<file path="src/design/dirty_pkg.sv">
// Tracker widths, slot depth, store report and write-back command structs
`default_nettype none

package dirty_pkg;

	// 32-bit byte address, 64-byte lines
	localparam int LINE_ADDR_W = 26;
	localparam int SLOT_N      = 16;         // Tracker depth
	localparam int SLOT_IDX_W  = 4;          // log2 of SLOT_N

	typedef logic [LINE_ADDR_W-1:0] line_addr_t;
	typedef logic [SLOT_IDX_W-1:0]  slot_idx_t;
	typedef logic [SLOT_N-1:0]      slot_mask_t; // One bit per slot

	// Store report from the cache, one beat per cycle
	typedef struct packed {
		logic       valid;                   // Store strobe
		line_addr_t addr;                    // Line that became dirty
	} store_req_t;

	// One write-back command toward memory
	typedef struct packed {
		logic       valid;
		logic       last;                    // Final line of this flush
		line_addr_t addr;                    // Line to write back
	} wb_cmd_t;

endpackage

`default_nettype wire

</file>
<file path="src/design/dirty_block.sv">
// Deduplicating dirty-line buffer over the slot array and two slot finders
`timescale 1ns/1ps
`default_nettype none

module dirty_block (
	input  logic                  CLK,
	input  logic                  reset_i,
	input  logic                  push_i,        // Store seen this cycle
	input  logic                  pop_i,         // Drain the head slot
	input  dirty_pkg::line_addr_t addr_i,
	output dirty_pkg::line_addr_t addr_o,        // Head line address
	output logic                  empty_o,
	output logic                  full_o         // Full and no matching entry
);

	import dirty_pkg::*;

	slot_mask_t              valid;
	line_addr_t [SLOT_N-1:0] slots;
	slot_mask_t              hit;            // Per-slot address match
	slot_idx_t               head_pos;
	slot_idx_t               free_pos;
	slot_idx_t               idx;
	logic                    head_none;
	logic                    free_none;
	logic                    push_new;       // Push that is not a duplicate
	logic                    wr;
	logic                    clr;
	logic                    slots_empty;
	logic                    slots_full;

	// Compare against every valid slot, the one being popped included
	always_comb begin
		for (int i = 0; i < SLOT_N; i++) begin
			hit[i] = valid[i] & (slots[i] == addr_i);
		end
	end

	assign push_new = push_i & ~|hit;

	assign clr = pop_i & ~head_none;         // Never clear an empty buffer
	assign wr  = push_new & ~free_none;      // Full buffer takes no store, pop or not

	// Popped slot is reused by a same-cycle store
	assign idx = clr ? head_pos : free_pos;

	dirty_slots u_slots (
		.CLK     (CLK),
		.reset_i (reset_i),
		.wr_i    (wr),
		.clr_i   (clr),
		.idx_i   (idx),
		.addr_i  (addr_i),
		.valid_o (valid),
		.slots_o (slots),
		.empty_o (slots_empty),
		.full_o  (slots_full)
	);

	// Head is the lowest valid slot
	slot_finder u_head_find (
		.mask_i (valid),
		.pos_o  (head_pos),
		.none_o (head_none)
	);

	// First free slot is the lowest invalid one
	slot_finder u_free_find (
		.mask_i (~valid),
		.pos_o  (free_pos),
		.none_o (free_none)
	);

	assign addr_o  = slots[head_pos];
	assign empty_o = slots_empty;
	assign full_o  = slots_full & ~|hit;     // Repeat store never stalls

endmodule

`default_nettype wire

</file>
<file path="src/design/dirty_slots.sv">
// Slot array of line addresses with valid bits, indexed write and clear
`timescale 1ns/1ps
`default_nettype none

module dirty_slots (
	input  logic                                      CLK,
	input  logic                                      reset_i,
	input  logic                                      wr_i,    // Fill slot idx_i
	input  logic                                      clr_i,   // Free slot idx_i
	input  dirty_pkg::slot_idx_t                      idx_i,
	input  dirty_pkg::line_addr_t                     addr_i,
	output dirty_pkg::slot_mask_t                     valid_o,
	output dirty_pkg::line_addr_t [dirty_pkg::SLOT_N-1:0] slots_o,
	output logic                                      empty_o,
	output logic                                      full_o
);

	import dirty_pkg::*;

	slot_mask_t                 valid_q;
	line_addr_t [SLOT_N-1:0]    slots_q;

	// Valid bits
	// A write on a slot being cleared keeps it valid, so the slot is reused
	always_ff @(posedge CLK) begin
		if (reset_i) begin
			valid_q <= '0;
		end else if (wr_i) begin
			valid_q[idx_i] <= 1'b1;
		end else if (clr_i) begin
			valid_q[idx_i] <= 1'b0;
		end
	end

	// Address storage, only touched on a write
	always_ff @(posedge CLK) begin
		if (wr_i) begin
			slots_q[idx_i] <= addr_i;
		end
	end

	assign valid_o = valid_q;
	assign slots_o = slots_q;

	assign empty_o = ~|valid_q;              // Nothing recorded
	assign full_o  = &valid_q;               // Every slot taken

endmodule

`default_nettype wire

</file>
<file path="src/design/dirty_tracker_top.sv">
// Top level joining the write-back controller and the dirty-line buffer
`timescale 1ns/1ps
`default_nettype none

module dirty_tracker_top (
	input  logic                  CLK,
	input  logic                  reset_i,
	input  dirty_pkg::store_req_t store_i,       // Store report from the cache
	input  logic                  flush_i,       // Start a flush
	input  logic                  mem_busy_i,    // Memory takes nothing now
	output logic                  store_stall_o, // Cache must retry the store
	output dirty_pkg::wb_cmd_t    wb_o,
	output logic                  flush_done_o
);

	import dirty_pkg::*;

	logic       push;
	logic       pop;
	logic       empty;
	logic       full;
	line_addr_t head_addr;               // Lowest valid slot

	writeback_ctrl u_ctrl (
		.CLK           (CLK),
		.reset_i       (reset_i),
		.store_i       (store_i),
		.flush_i       (flush_i),
		.mem_busy_i    (mem_busy_i),
		.head_addr_i   (head_addr),
		.empty_i       (empty),
		.full_i        (full),
		.push_o        (push),
		.pop_o         (pop),
		.store_stall_o (store_stall_o),
		.wb_o          (wb_o),
		.flush_done_o  (flush_done_o)
	);

	// Store address bypasses the controller
	dirty_block u_dirty (
		.CLK     (CLK),
		.reset_i (reset_i),
		.push_i  (push),
		.pop_i   (pop),
		.addr_i  (store_i.addr),
		.addr_o  (head_addr),
		.empty_o (empty),
		.full_o  (full)
	);

endmodule

`default_nettype wire

</file>
<file path="src/design/slot_finder.sv">
// Priority encoder for the lowest set bit of a slot mask, with all-zero flag
`timescale 1ns/1ps
`default_nettype none

module slot_finder (
	input  dirty_pkg::slot_mask_t mask_i,
	output dirty_pkg::slot_idx_t  pos_o,
	output logic                  none_o
);

	import dirty_pkg::*;

	// Walk down from the top so the lowest set bit lands last
	always_comb begin
		pos_o = '0;                          // Don't care when mask is zero
		for (int i = SLOT_N - 1; i >= 0; i--) begin
			if (mask_i[i]) begin
				pos_o = slot_idx_t'(i);
			end
		end
	end

	assign none_o = ~|mask_i;                // No bit set anywhere

endmodule

`default_nettype wire

</file>
<file path="src/design/writeback_ctrl.sv">
// Flush FSM issuing paced pops and write-back commands, store stall, done pulse
`timescale 1ns/1ps
`default_nettype none

module writeback_ctrl (
	input  logic                  CLK,
	input  logic                  reset_i,
	input  dirty_pkg::store_req_t store_i,
	input  logic                  flush_i,
	input  logic                  mem_busy_i,
	input  dirty_pkg::line_addr_t head_addr_i,
	input  logic                  empty_i,
	input  logic                  full_i,
	output logic                  push_o,
	output logic                  pop_o,
	output logic                  store_stall_o,
	output dirty_pkg::wb_cmd_t    wb_o,
	output logic                  flush_done_o
);

	import dirty_pkg::*;

	typedef enum logic [1:0] {
		IDLE,
		DRAIN,
		DONE
	} state_t;

	state_t     state_q;
	state_t     state_d;
	logic       wb_vld_q;                    // Command issued last cycle
	line_addr_t wb_addr_q;
	wb_cmd_t    wb_cmd;

	// Every store strobe goes to the buffer, which drops duplicates itself
	assign push_o        = store_i.valid;
	assign store_stall_o = store_i.valid & full_i;

	// One pop per free memory cycle while lines remain
	assign pop_o = (state_q == DRAIN) & ~mem_busy_i & ~empty_i;

	// Next state
	always_comb begin
		state_d = state_q;
		case (state_q)
			IDLE: begin
				if (flush_i) begin
					state_d = DRAIN;
				end
			end
			// Empty here means the last command is out or there was none
			DRAIN: begin
				if (empty_i) begin
					state_d = DONE;
				end
			end
			DONE:    state_d = IDLE;         // Single done cycle
			default: state_d = IDLE;
		endcase
	end

	always_ff @(posedge CLK) begin
		if (reset_i) begin
			state_q  <= IDLE;
			wb_vld_q <= 1'b0;
		end else begin
			state_q  <= state_d;
			wb_vld_q <= pop_o;
		end
	end

	// Command address follows the popped head
	always_ff @(posedge CLK) begin
		if (pop_o) begin
			wb_addr_q <= head_addr_i;
		end
	end

	// Buffer still empty after the pop edge marks the final line
	always_comb begin
		wb_cmd.valid = wb_vld_q;
		wb_cmd.last  = wb_vld_q & empty_i;
		wb_cmd.addr  = wb_addr_q;
	end

	assign wb_o         = wb_cmd;
	assign flush_done_o = (state_q == DONE);

endmodule

`default_nettype wire

</file>
<file path="config.mk">
export PLATFORM = sky130hd
export DESIGN_NAME = dirty_tracker_top
export DESIGN_NICKNAME = d
export VERILOG_FILES = /design/src/design/dirty_pkg.sv /design/src/design/dirty_block.sv /design/src/design/dirty_slots.sv /design/src/design/dirty_tracker_top.sv /design/src/design/slot_finder.sv /design/src/design/writeback_ctrl.sv
export SDC_FILE = /design/constraint.sdc
export NUM_CORES = 1
export LEC_CHECK = 0
export BUFFER_PORTS_ARGS = -buffer_cell sky130_fd_sc_hd__buf_4
export CAP_MARGIN = 20
export CORE_MARGIN = 5
export CORE_UTILIZATION = 57
export DETAILED_ROUTE_END_ITERATION = 7
export MAX_ROUTING_LAYER = met4
export PLACE_DENSITY = 0.77
export SYNTH_ARGS = -nofsm -noshare
export SYNTH_HDL_FRONTEND = slang
export SYNTH_SLANG_ARGS = --single-unit
</file>
<file path="constraint.sdc">
create_clock -name CLK -period 3.8 [get_ports CLK]
set_input_delay 0.19 -clock CLK [delete_from_list [all_inputs] [get_ports CLK]]
set_output_delay 0.19 -clock CLK [all_outputs]
set_load 0.02 [all_outputs]
</file>
==> run summary, run 1 <==
dpl ws = 0.162 ns
DP HPWL = 48.8 mm
Critical Path Start Type = flop
number of I/O port buffers = 60
total CTS buffers = 48
Final Worst Setup Slack = 0.193 ns
GR peak layer = met1
Netlist cell types = 59
global-route wire length before repair = 99.8 mm
Post-Syn Nets = 1508
Final nets = 1632
Die H = 209 um
Clk Latency, worst-skew pair = 0.59 ns
total global routing overflow = 0
die width = 209 um
CP Capture Point = u_dirty.u_slots.slots_o[270]$_DFFE_PP_
R2R Path End = u_dirty.u_slots.slots_o[270]$_DFFE_PP_
Setup TNS Final = 0 ns
Netlist Area Pre-Place = 0.0226 mm2
Core Footprint = 0.0389 mm2
crit path DAT = 3.84 ns
antenna fix cells = 0
f_max = 0.277 GHz
DP Area = 0.0242 mm2
hold_ws = 0.0279 ns
H-tree depth = 2
Worst VDD drop = 0.355 mV
GR Layer Usage met3 = 7.59%
Power Density = 448 mW/mm2
via/cell ratio = 6.74
die area = 0.0437 mm2
total track usage = 32.2%
final WL = 69.0 mm
final core area utilization = 66.1%
setup slack, reg-to-reg = 0.19 ns
worst setup path startpoint = u_dirty.u_slots.slots_o[353]$_DFFE_PP_
CP required = 4.03 ns
CP Class = flop to flop
sequential fraction of the synthesis area = 60.5%
clock skew = 0.0137 ns
Layout Cells excl Fill = 2156
Post-synth ARST share = 0%
EDFF count, synth = 442
register bit total from synthesis = 461
Mapped Cells = 1477
worst r2r path cells = 9
prevailing post-synth register cell = edfxtp_1
fin area = 0.0257 mm2
met1 usage = 46.5%
CTS tree = yes
DRT Pass-1 Iters = 8
largest net degree at the start of global routing = 53
mean post-synth cell area = 15.3 um2
number of hold violations in the final report = 0
DR vias = 14524
Crit Reg-Reg Startpoint = u_dirty.u_slots.slots_o[353]$_DFFE_PP_
Max-Cap Viols = 0
# DRC = 0
clock net sink count = 461
initial antenna violation count = 0
Final Cycle Share = 94.9%
top cells by area, synth = edfxtp_1 59%, xnor2_1 15%, mux4_2 10%, nand4_1 2.6%, a22oi_1 1.9%
total design power = 11.5 mW
DR iter-0 viols = 2332
area leader, netlist = edfxtp_1
worst hold path class = primary input to flop
post-synth top area share = 58.8%
CTS root buf = clkbuf_16
clk buf depth = 3
Cells after DPL = 2063
drt wl/cell = 32.0 um
initial core utilization = 58.0%
worst slew pin tran = 0.973 ns
Setup crit end kind = flop
Leak = 8.04 nW
fraction of final layout cells sized beyond drive strength 1 = 22.1%
GPL Wtd Cong = 1.07
outcome = completed
final setup violation count = 0
yosys warns = 0
Hold Buf Count CTS = 6
via count of the first global-routing pass = 13981
Post-CTS Setup Bufs = 0
Post-CTS Resized = 0
Detail Route Antenna Nets = 0
I/O Pins = 61
area grow syn2layout = 14.0%
Final min period = 3.61 ns
CP max FO = 26
Clk pin slew, worst setup/hold paths = 0.06 ns
Slew Limit Fails = 0
normalized max-slew margin = 35.1%
global routing usage on met2 = 46.1%
unrepaired setup endpoints after global routing = false
row cnt = 72
[routing by layer]
layer	vias up	part of all wire [%]
met2	1123	44
met1	7299	38
met3	161	14
met5	-	0
li1	5941	-
met4	0	3.6
[logic make-up (layout without fill, tap and decap cells)]
kind of cell,count (synthesis),count (layout),synth area share (%)
AND/OR/NAND/NOR,253,253,6.42
flip-flops,461,461,60.5
AO/OA/AOI/OAI,131,131,4.08
multiplexers,104,104,10.4
XOR/XNOR,414,414,16.1
buffers and inverters,114,275,2.52
[cell usage in the layout, fill, tap and decap left out, types with 6 or more instances in the layout]
cell type,count
edfxtp_1,442
xnor2_1,377
buf_4,148
mux4_2,104
nand4_1,95
a22oi_1,58
clkbuf_16,49
nand2_1,39
xor2_1,37
nor4_1,27
nand3_1,26
o21ai_0,22
nor3_1,21
dfxtp_1,19
buf_12,17
inv_1,16
clkinv_1,15
a21oi_1,14
nor2_1,10
nor2_2,10
clkinv_2,10
o22ai_1,8
clkbuf_1,7
dlygate4sd3_1,6
[worst min path at each step]
stage / startpoint / to / slack (ns) / depth (start not counted)
2_1_floorplan: store_i[0] / u_dirty.u_slots.slots_o[0]$_DFFE_PP_ / 0.29 / 0
3_3_place_gp: u_ctrl.state_q[1]$_SDFFE_PP0P_ / u_ctrl.state_q[0]$_SDFFE_PP0P_ / 0.46 / 1
3_5_place_dp: u_ctrl.state_q[1]$_SDFFE_PP0P_ / u_ctrl.state_q[0]$_SDFFE_PP0P_ / 0.47 / 1
4_1_cts: store_i[10] / u_dirty.u_slots.slots_o[270]$_DFFE_PP_ / 0.008 / 1
5_1_grt: store_i[10] / u_dirty.u_slots.slots_o[270]$_DFFE_PP_ / 0.02 / 1
6_report: store_i[13] / u_dirty.u_slots.slots_o[273]$_DFFE_PP_ / 0.03 / 1
[critical path: stages, from the launching register on]
cell and delay, ns:
edfxtp_1 0.41, xnor2_1 0.28, nand4_1 0.22, nor4_1 0.09, a31oi_1 0.49, nand3_1 0.40, nor4_4 0.63, o211ai_1 0.22
inv_1 0.09, buf_4 0.40
[synth_stat cells, drive strengths merged (2+ instances only)]
| cell | number |
|---|---|
| a21oi | 14 |
| or3 | 3 |
| o311ai | 2 |
| nor2b | 2 |
| o21a | 2 |
| nand2 | 39 |
| xnor2 | 377 |
| o211ai | 5 |
| and2 | 3 |
| nand3 | 27 |
| buf | 82 |
| o21bai | 3 |
| nor2 | 21 |
| nand2b | 5 |
| clkbuf | 15 |
| a21boi | 3 |
| a22oi | 58 |
| dfxtp | 19 |
| nor3 | 21 |
| xor2 | 37 |
| o22ai | 8 |
| o21ai | 23 |
| mux4 | 104 |
| inv | 17 |
| nand4 | 96 |
| a31oi | 4 |
| edfxtp | 442 |
| nor4 | 30 |
[sequential cells by signal, summed over array words and instances, names as in the netlist, named ones only]
| name | flops |
|---|---|
| u_ctrl.state_q | 2 |
| u_ctrl.wb_addr_q | 26 |
| u_ctrl.wb_vld_q | 1 |
| u_dirty.u_slots.slots_o | 416 |
[where the power goes]
group | internal [mW] | leakage (nW) | total, mW | switching (mW)
Combinational | 0.550 | 3.18 | 1.34 | 0.786
Sequential | 5.67 | 4.15 | 5.73 | 0.0599
Clock | 2.49 | 0.717 | 4.46 | 1.97
Total | 8.71 | 8.04 | 11.5 | 2.82
[layout make-up]
type / instances / area (um2)
clock inverters: 31 / 200
fillers: 2732 / 13200
inverters: 17 / 66.3
multi-input cells: 902 / 8390
repair buffers: 171 / 1510
flip-flops and latches: 461 / 13700
well taps: 518 / 648
clock buffers: 56 / 1250
No activity file was read; power rests on OpenSTA's default activity.
==> run 2, diff against run 1 <==
--- a/config.mk
+++ b/config.mk
@@ -8,7 +8,7 @@
 export BUFFER_PORTS_ARGS = -buffer_cell sky130_fd_sc_hd__buf_4
 export CAP_MARGIN = 20
 export CORE_MARGIN = 5
-export CORE_UTILIZATION = 57
+export CORE_UTILIZATION = 60
 export DETAILED_ROUTE_END_ITERATION = 7
 export MAX_ROUTING_LAYER = met4
 export PLACE_DENSITY = 0.77
==> constraint.sdc (replaced) <==
create_clock -name CLK -period 4.2 [get_ports CLK]
set_input_delay 0.84 -clock CLK [delete_from_list [all_inputs] [get_ports CLK]]
set_output_delay 0.84 -clock CLK [all_outputs]
set_load 0.02 [all_outputs]
==> run 2 against run 1 <==
  * First-iteration DRC count up 0.34%
  * Count of clock-buffer cells in the layout up 21
  * Clock skew down 0.00069 ns
  * Clock power down 8.3%
  * Final cell count down 1.8%
  * Largest power group unchanged
==> run summary, run 2 (synthesis results as in run 1) <==
Most Frequent Cell on Critical Path = buf_4
via/cell ratio = 6.84 (+1.5%)
Leak = 7.91 nW (-1.6%)
DP Area = 0.0241 mm2 (-0.40%)
Die H = 204 um (-2.4%)
number of I/O port buffers = 60 (unchanged)
Worst path max stage delay = 0.47 ns (-0.16 ns)
critical path's slowest cell = nor4_4
area grow syn2layout = 13.5%
CTS tree = yes
worst setup path startpoint = store_i[11]
Final nets = 1596 (-2.2%)
# DRC = 0 (unchanged)
Internal Power = 7.93 mW (-9.0%)
Clk Latency, worst-skew pair = 0.59 ns (about the same)
Hold Buf Count CTS = 0 (-6)
fin area = 0.0256 mm2 (-0.45%)
unrepaired setup endpoints after global routing = false
total track usage = 35.1% (+2.9 points)
row cnt = 71 (-1.4%)
clock skew = 0.0130 ns (-0.000694 ns)
total global routing overflow = 0 (unchanged)
final WL = 70.6 mm (+2.2%)
CP Class = primary input to primary output
CP required = 3.36 ns (-0.67 ns)
global-route wire length before repair = 100 mm (+0.56%)
die area = 0.0416 mm2 (-4.8%)
Core Footprint = 0.0374 mm2 (-3.9%)
worst slew pin tran = 1.03 ns (+0.0572 ns)
max reg flops = 416 (unchanged)
DR iter-0 viols = 2340 (+0.34%)
total design power = 10.5 mW (-9.3%)
H-tree depth = 2 (unchanged)
most frequent cells in the layout = 442 x edfxtp_1, 377 x xnor2_1, 106 x buf_4, 104 x mux4_2, 95 x nand4_1
CTS root buf = clkbuf_16
critical path cell sequence = buf_4 -> buf_4 -> xnor2_1 -> nand4_1 -> nor3_1 -> a22oi_1 -> nand4_1 -> nor4_4 -> buf_4
Setup crit end kind = primary output
largest net degree at the start of global routing = 74 (+40%)
initial core utilization = 60.3% (+2.4 points)
Worst VDD drop = 0.357 mV (+0.52%)
I/O Pins = 61 (unchanged)
die width = 204 um (-2.4%)
Psw = 2.53 mW (-10%)
outcome = completed
hold path start = u_ctrl.state_q[1]$_SDFFE_PP0P_
Max-Cap Viols = 0 (unchanged)
number of hold violations in the final report = 0 (unchanged)
initial antenna violation count = 2 (+2)
crit path DAT = 3.29 ns (-0.55 ns)
Critical Path Start Type = primary input
clk buf depth = 3 (unchanged)
Final min period = 4.13 ns
normalized max-slew margin = 31.3% (-3.8 points)
Clk pin slew, worst setup/hold paths = 0.06 ns (about the same)
drt wl/cell = 33.3 um (+4.1%)
fraction of final layout cells sized beyond drive strength 1 = 20.4% (-1.7 points)
f_max = 0.242 GHz
clock power share = 39.1% (+0.4 points)
Detail Route Antenna Nets = 0 (unchanged)
CP max FO = 30 (+15%)
Final Cycle Share = 98.4%
DP HPWL = 49.0 mm (+0.37%)
DRT Pass-1 Iters = 6 (-2)
most common cell after layout, fill and taps aside = edfxtp_1
Slew Limit Fails = 0 (unchanged)
Comb pwr share = 11.4% (-0.2 points)
switching share of power = 24.2% (-0.25 points)
via count of the first global-routing pass = 13622 (-2.6%)
total CTS buffers = 49 (+2.1%)
worst hold path class = flop to flop
clock net sink count = 461 (unchanged)
final setup violation count = 0 (unchanged)
GPL Wtd Cong = 1.01 (-5.3%)
Seq pwr share = 49.5% (-0.2 points)
Power Density = 408 mW/mm2 (-8.9%)
DR vias = 14477 (-0.32%)
run 2: changes by cell type in the layout (fill, tap and decap cells not counted), sizes merged:
cell         change
buf             -31
bufinv           -1
clkinv          -15
dlygate4sd3      -6
inv              -2
diode            +2
clkbuf          +21
run 2: per-stage QoR:
step / setup TNS (ns) / setup WS (ns) / hold WS (ns) / cells / util (%)
floorplan: 0 / 0.161 / 0.439 / 1477 / -
global placement: -0.0923 / -0.0923 / 0.456 / 2025 / 64.5
detailed placement: -0.382 / -0.114 / 0.497 / 2025 / 64.5
CTS: 0 / 0.0653 / 0.506 / 2115 / 68.4
global route: 0 / 0.0799 / 0.539 / 2117 / 68.5
finish: 0 / 0.0671 / 0.516 / 2117 / 68.5
run 2: routing by layer:
layer / global-route usage (%) / wire length [um] / vias to the layer above / part of all wire, %
met5: - / 0 / - / 0
met2: 49.9 / 31700 / 1117 / 45
met1: 52.2 / 27400 / 7391 / 39
met4: 9.37 / 2010 / 0 / 2.8
met3: 7.70 / 9470 / 113 / 13
li1: - / - / 5856 / -
run 2: power groups by stage:
stage / clock (mW) / combinational [mW] / sequential [mW]
after CTS: 4.11 / 1.17 / 5.18
after detailed placement: 0 / 1.16 / 5.27
after global placement: 0 / 1.16 / 5.27
after global routing: 4.31 / 1.24 / 5.18
final: 4.09 / 1.19 / 5.18
after floorplan: 0 / 0.706 / 5.28
run 2: area by class of cell:
class	instances	area (um2)
multi-input cells	902	8410
clock buffers	77	1380
well taps	511	639
repair buffers	134	1360
diodes	2	5.00
clock inverters	13	90.1
inverters	17	66.3
fillers	2569	11800
flip-flops and latches	461	13700
run 2: final timing paths:
| check | to | slack (ns) | depth (start not counted) |
|---|---|---|---|
| setup / recovery | store_stall_o | 0.07 | 9 |
| hold / removal | u_ctrl.state_q[0]$_SDFFE_PP0P_ | 0.52 | 1 |
| setup reg to reg | u_dirty.u_slots.slots_o[24]$_DFFE_PP_ | 0.33 | 9 |
| hold reg to reg | u_ctrl.state_q[0]$_SDFFE_PP0P_ | 0.52 | 1 |
run 2: what timing repair did:
action                                  CTS  global route
endpoints found under the setup margin    1             1
setup buffers                             0             0
pin swaps                                 0             0
gates resized for setup                   1             1
hold endpoints to repair                  0             0
run 2: worst max-delay path, delay by kind of cell:
| kind | cells | cell delay [ns] |
|---|---|---|
| xor gates and xnor gates | 1 | 0.08 |
| AOI/OAI and AO/OA | 1 | 0.38 |
| and+or+nand+nor | 4 | 1.21 |
| buffers and inverters | 3 | 0.76 |
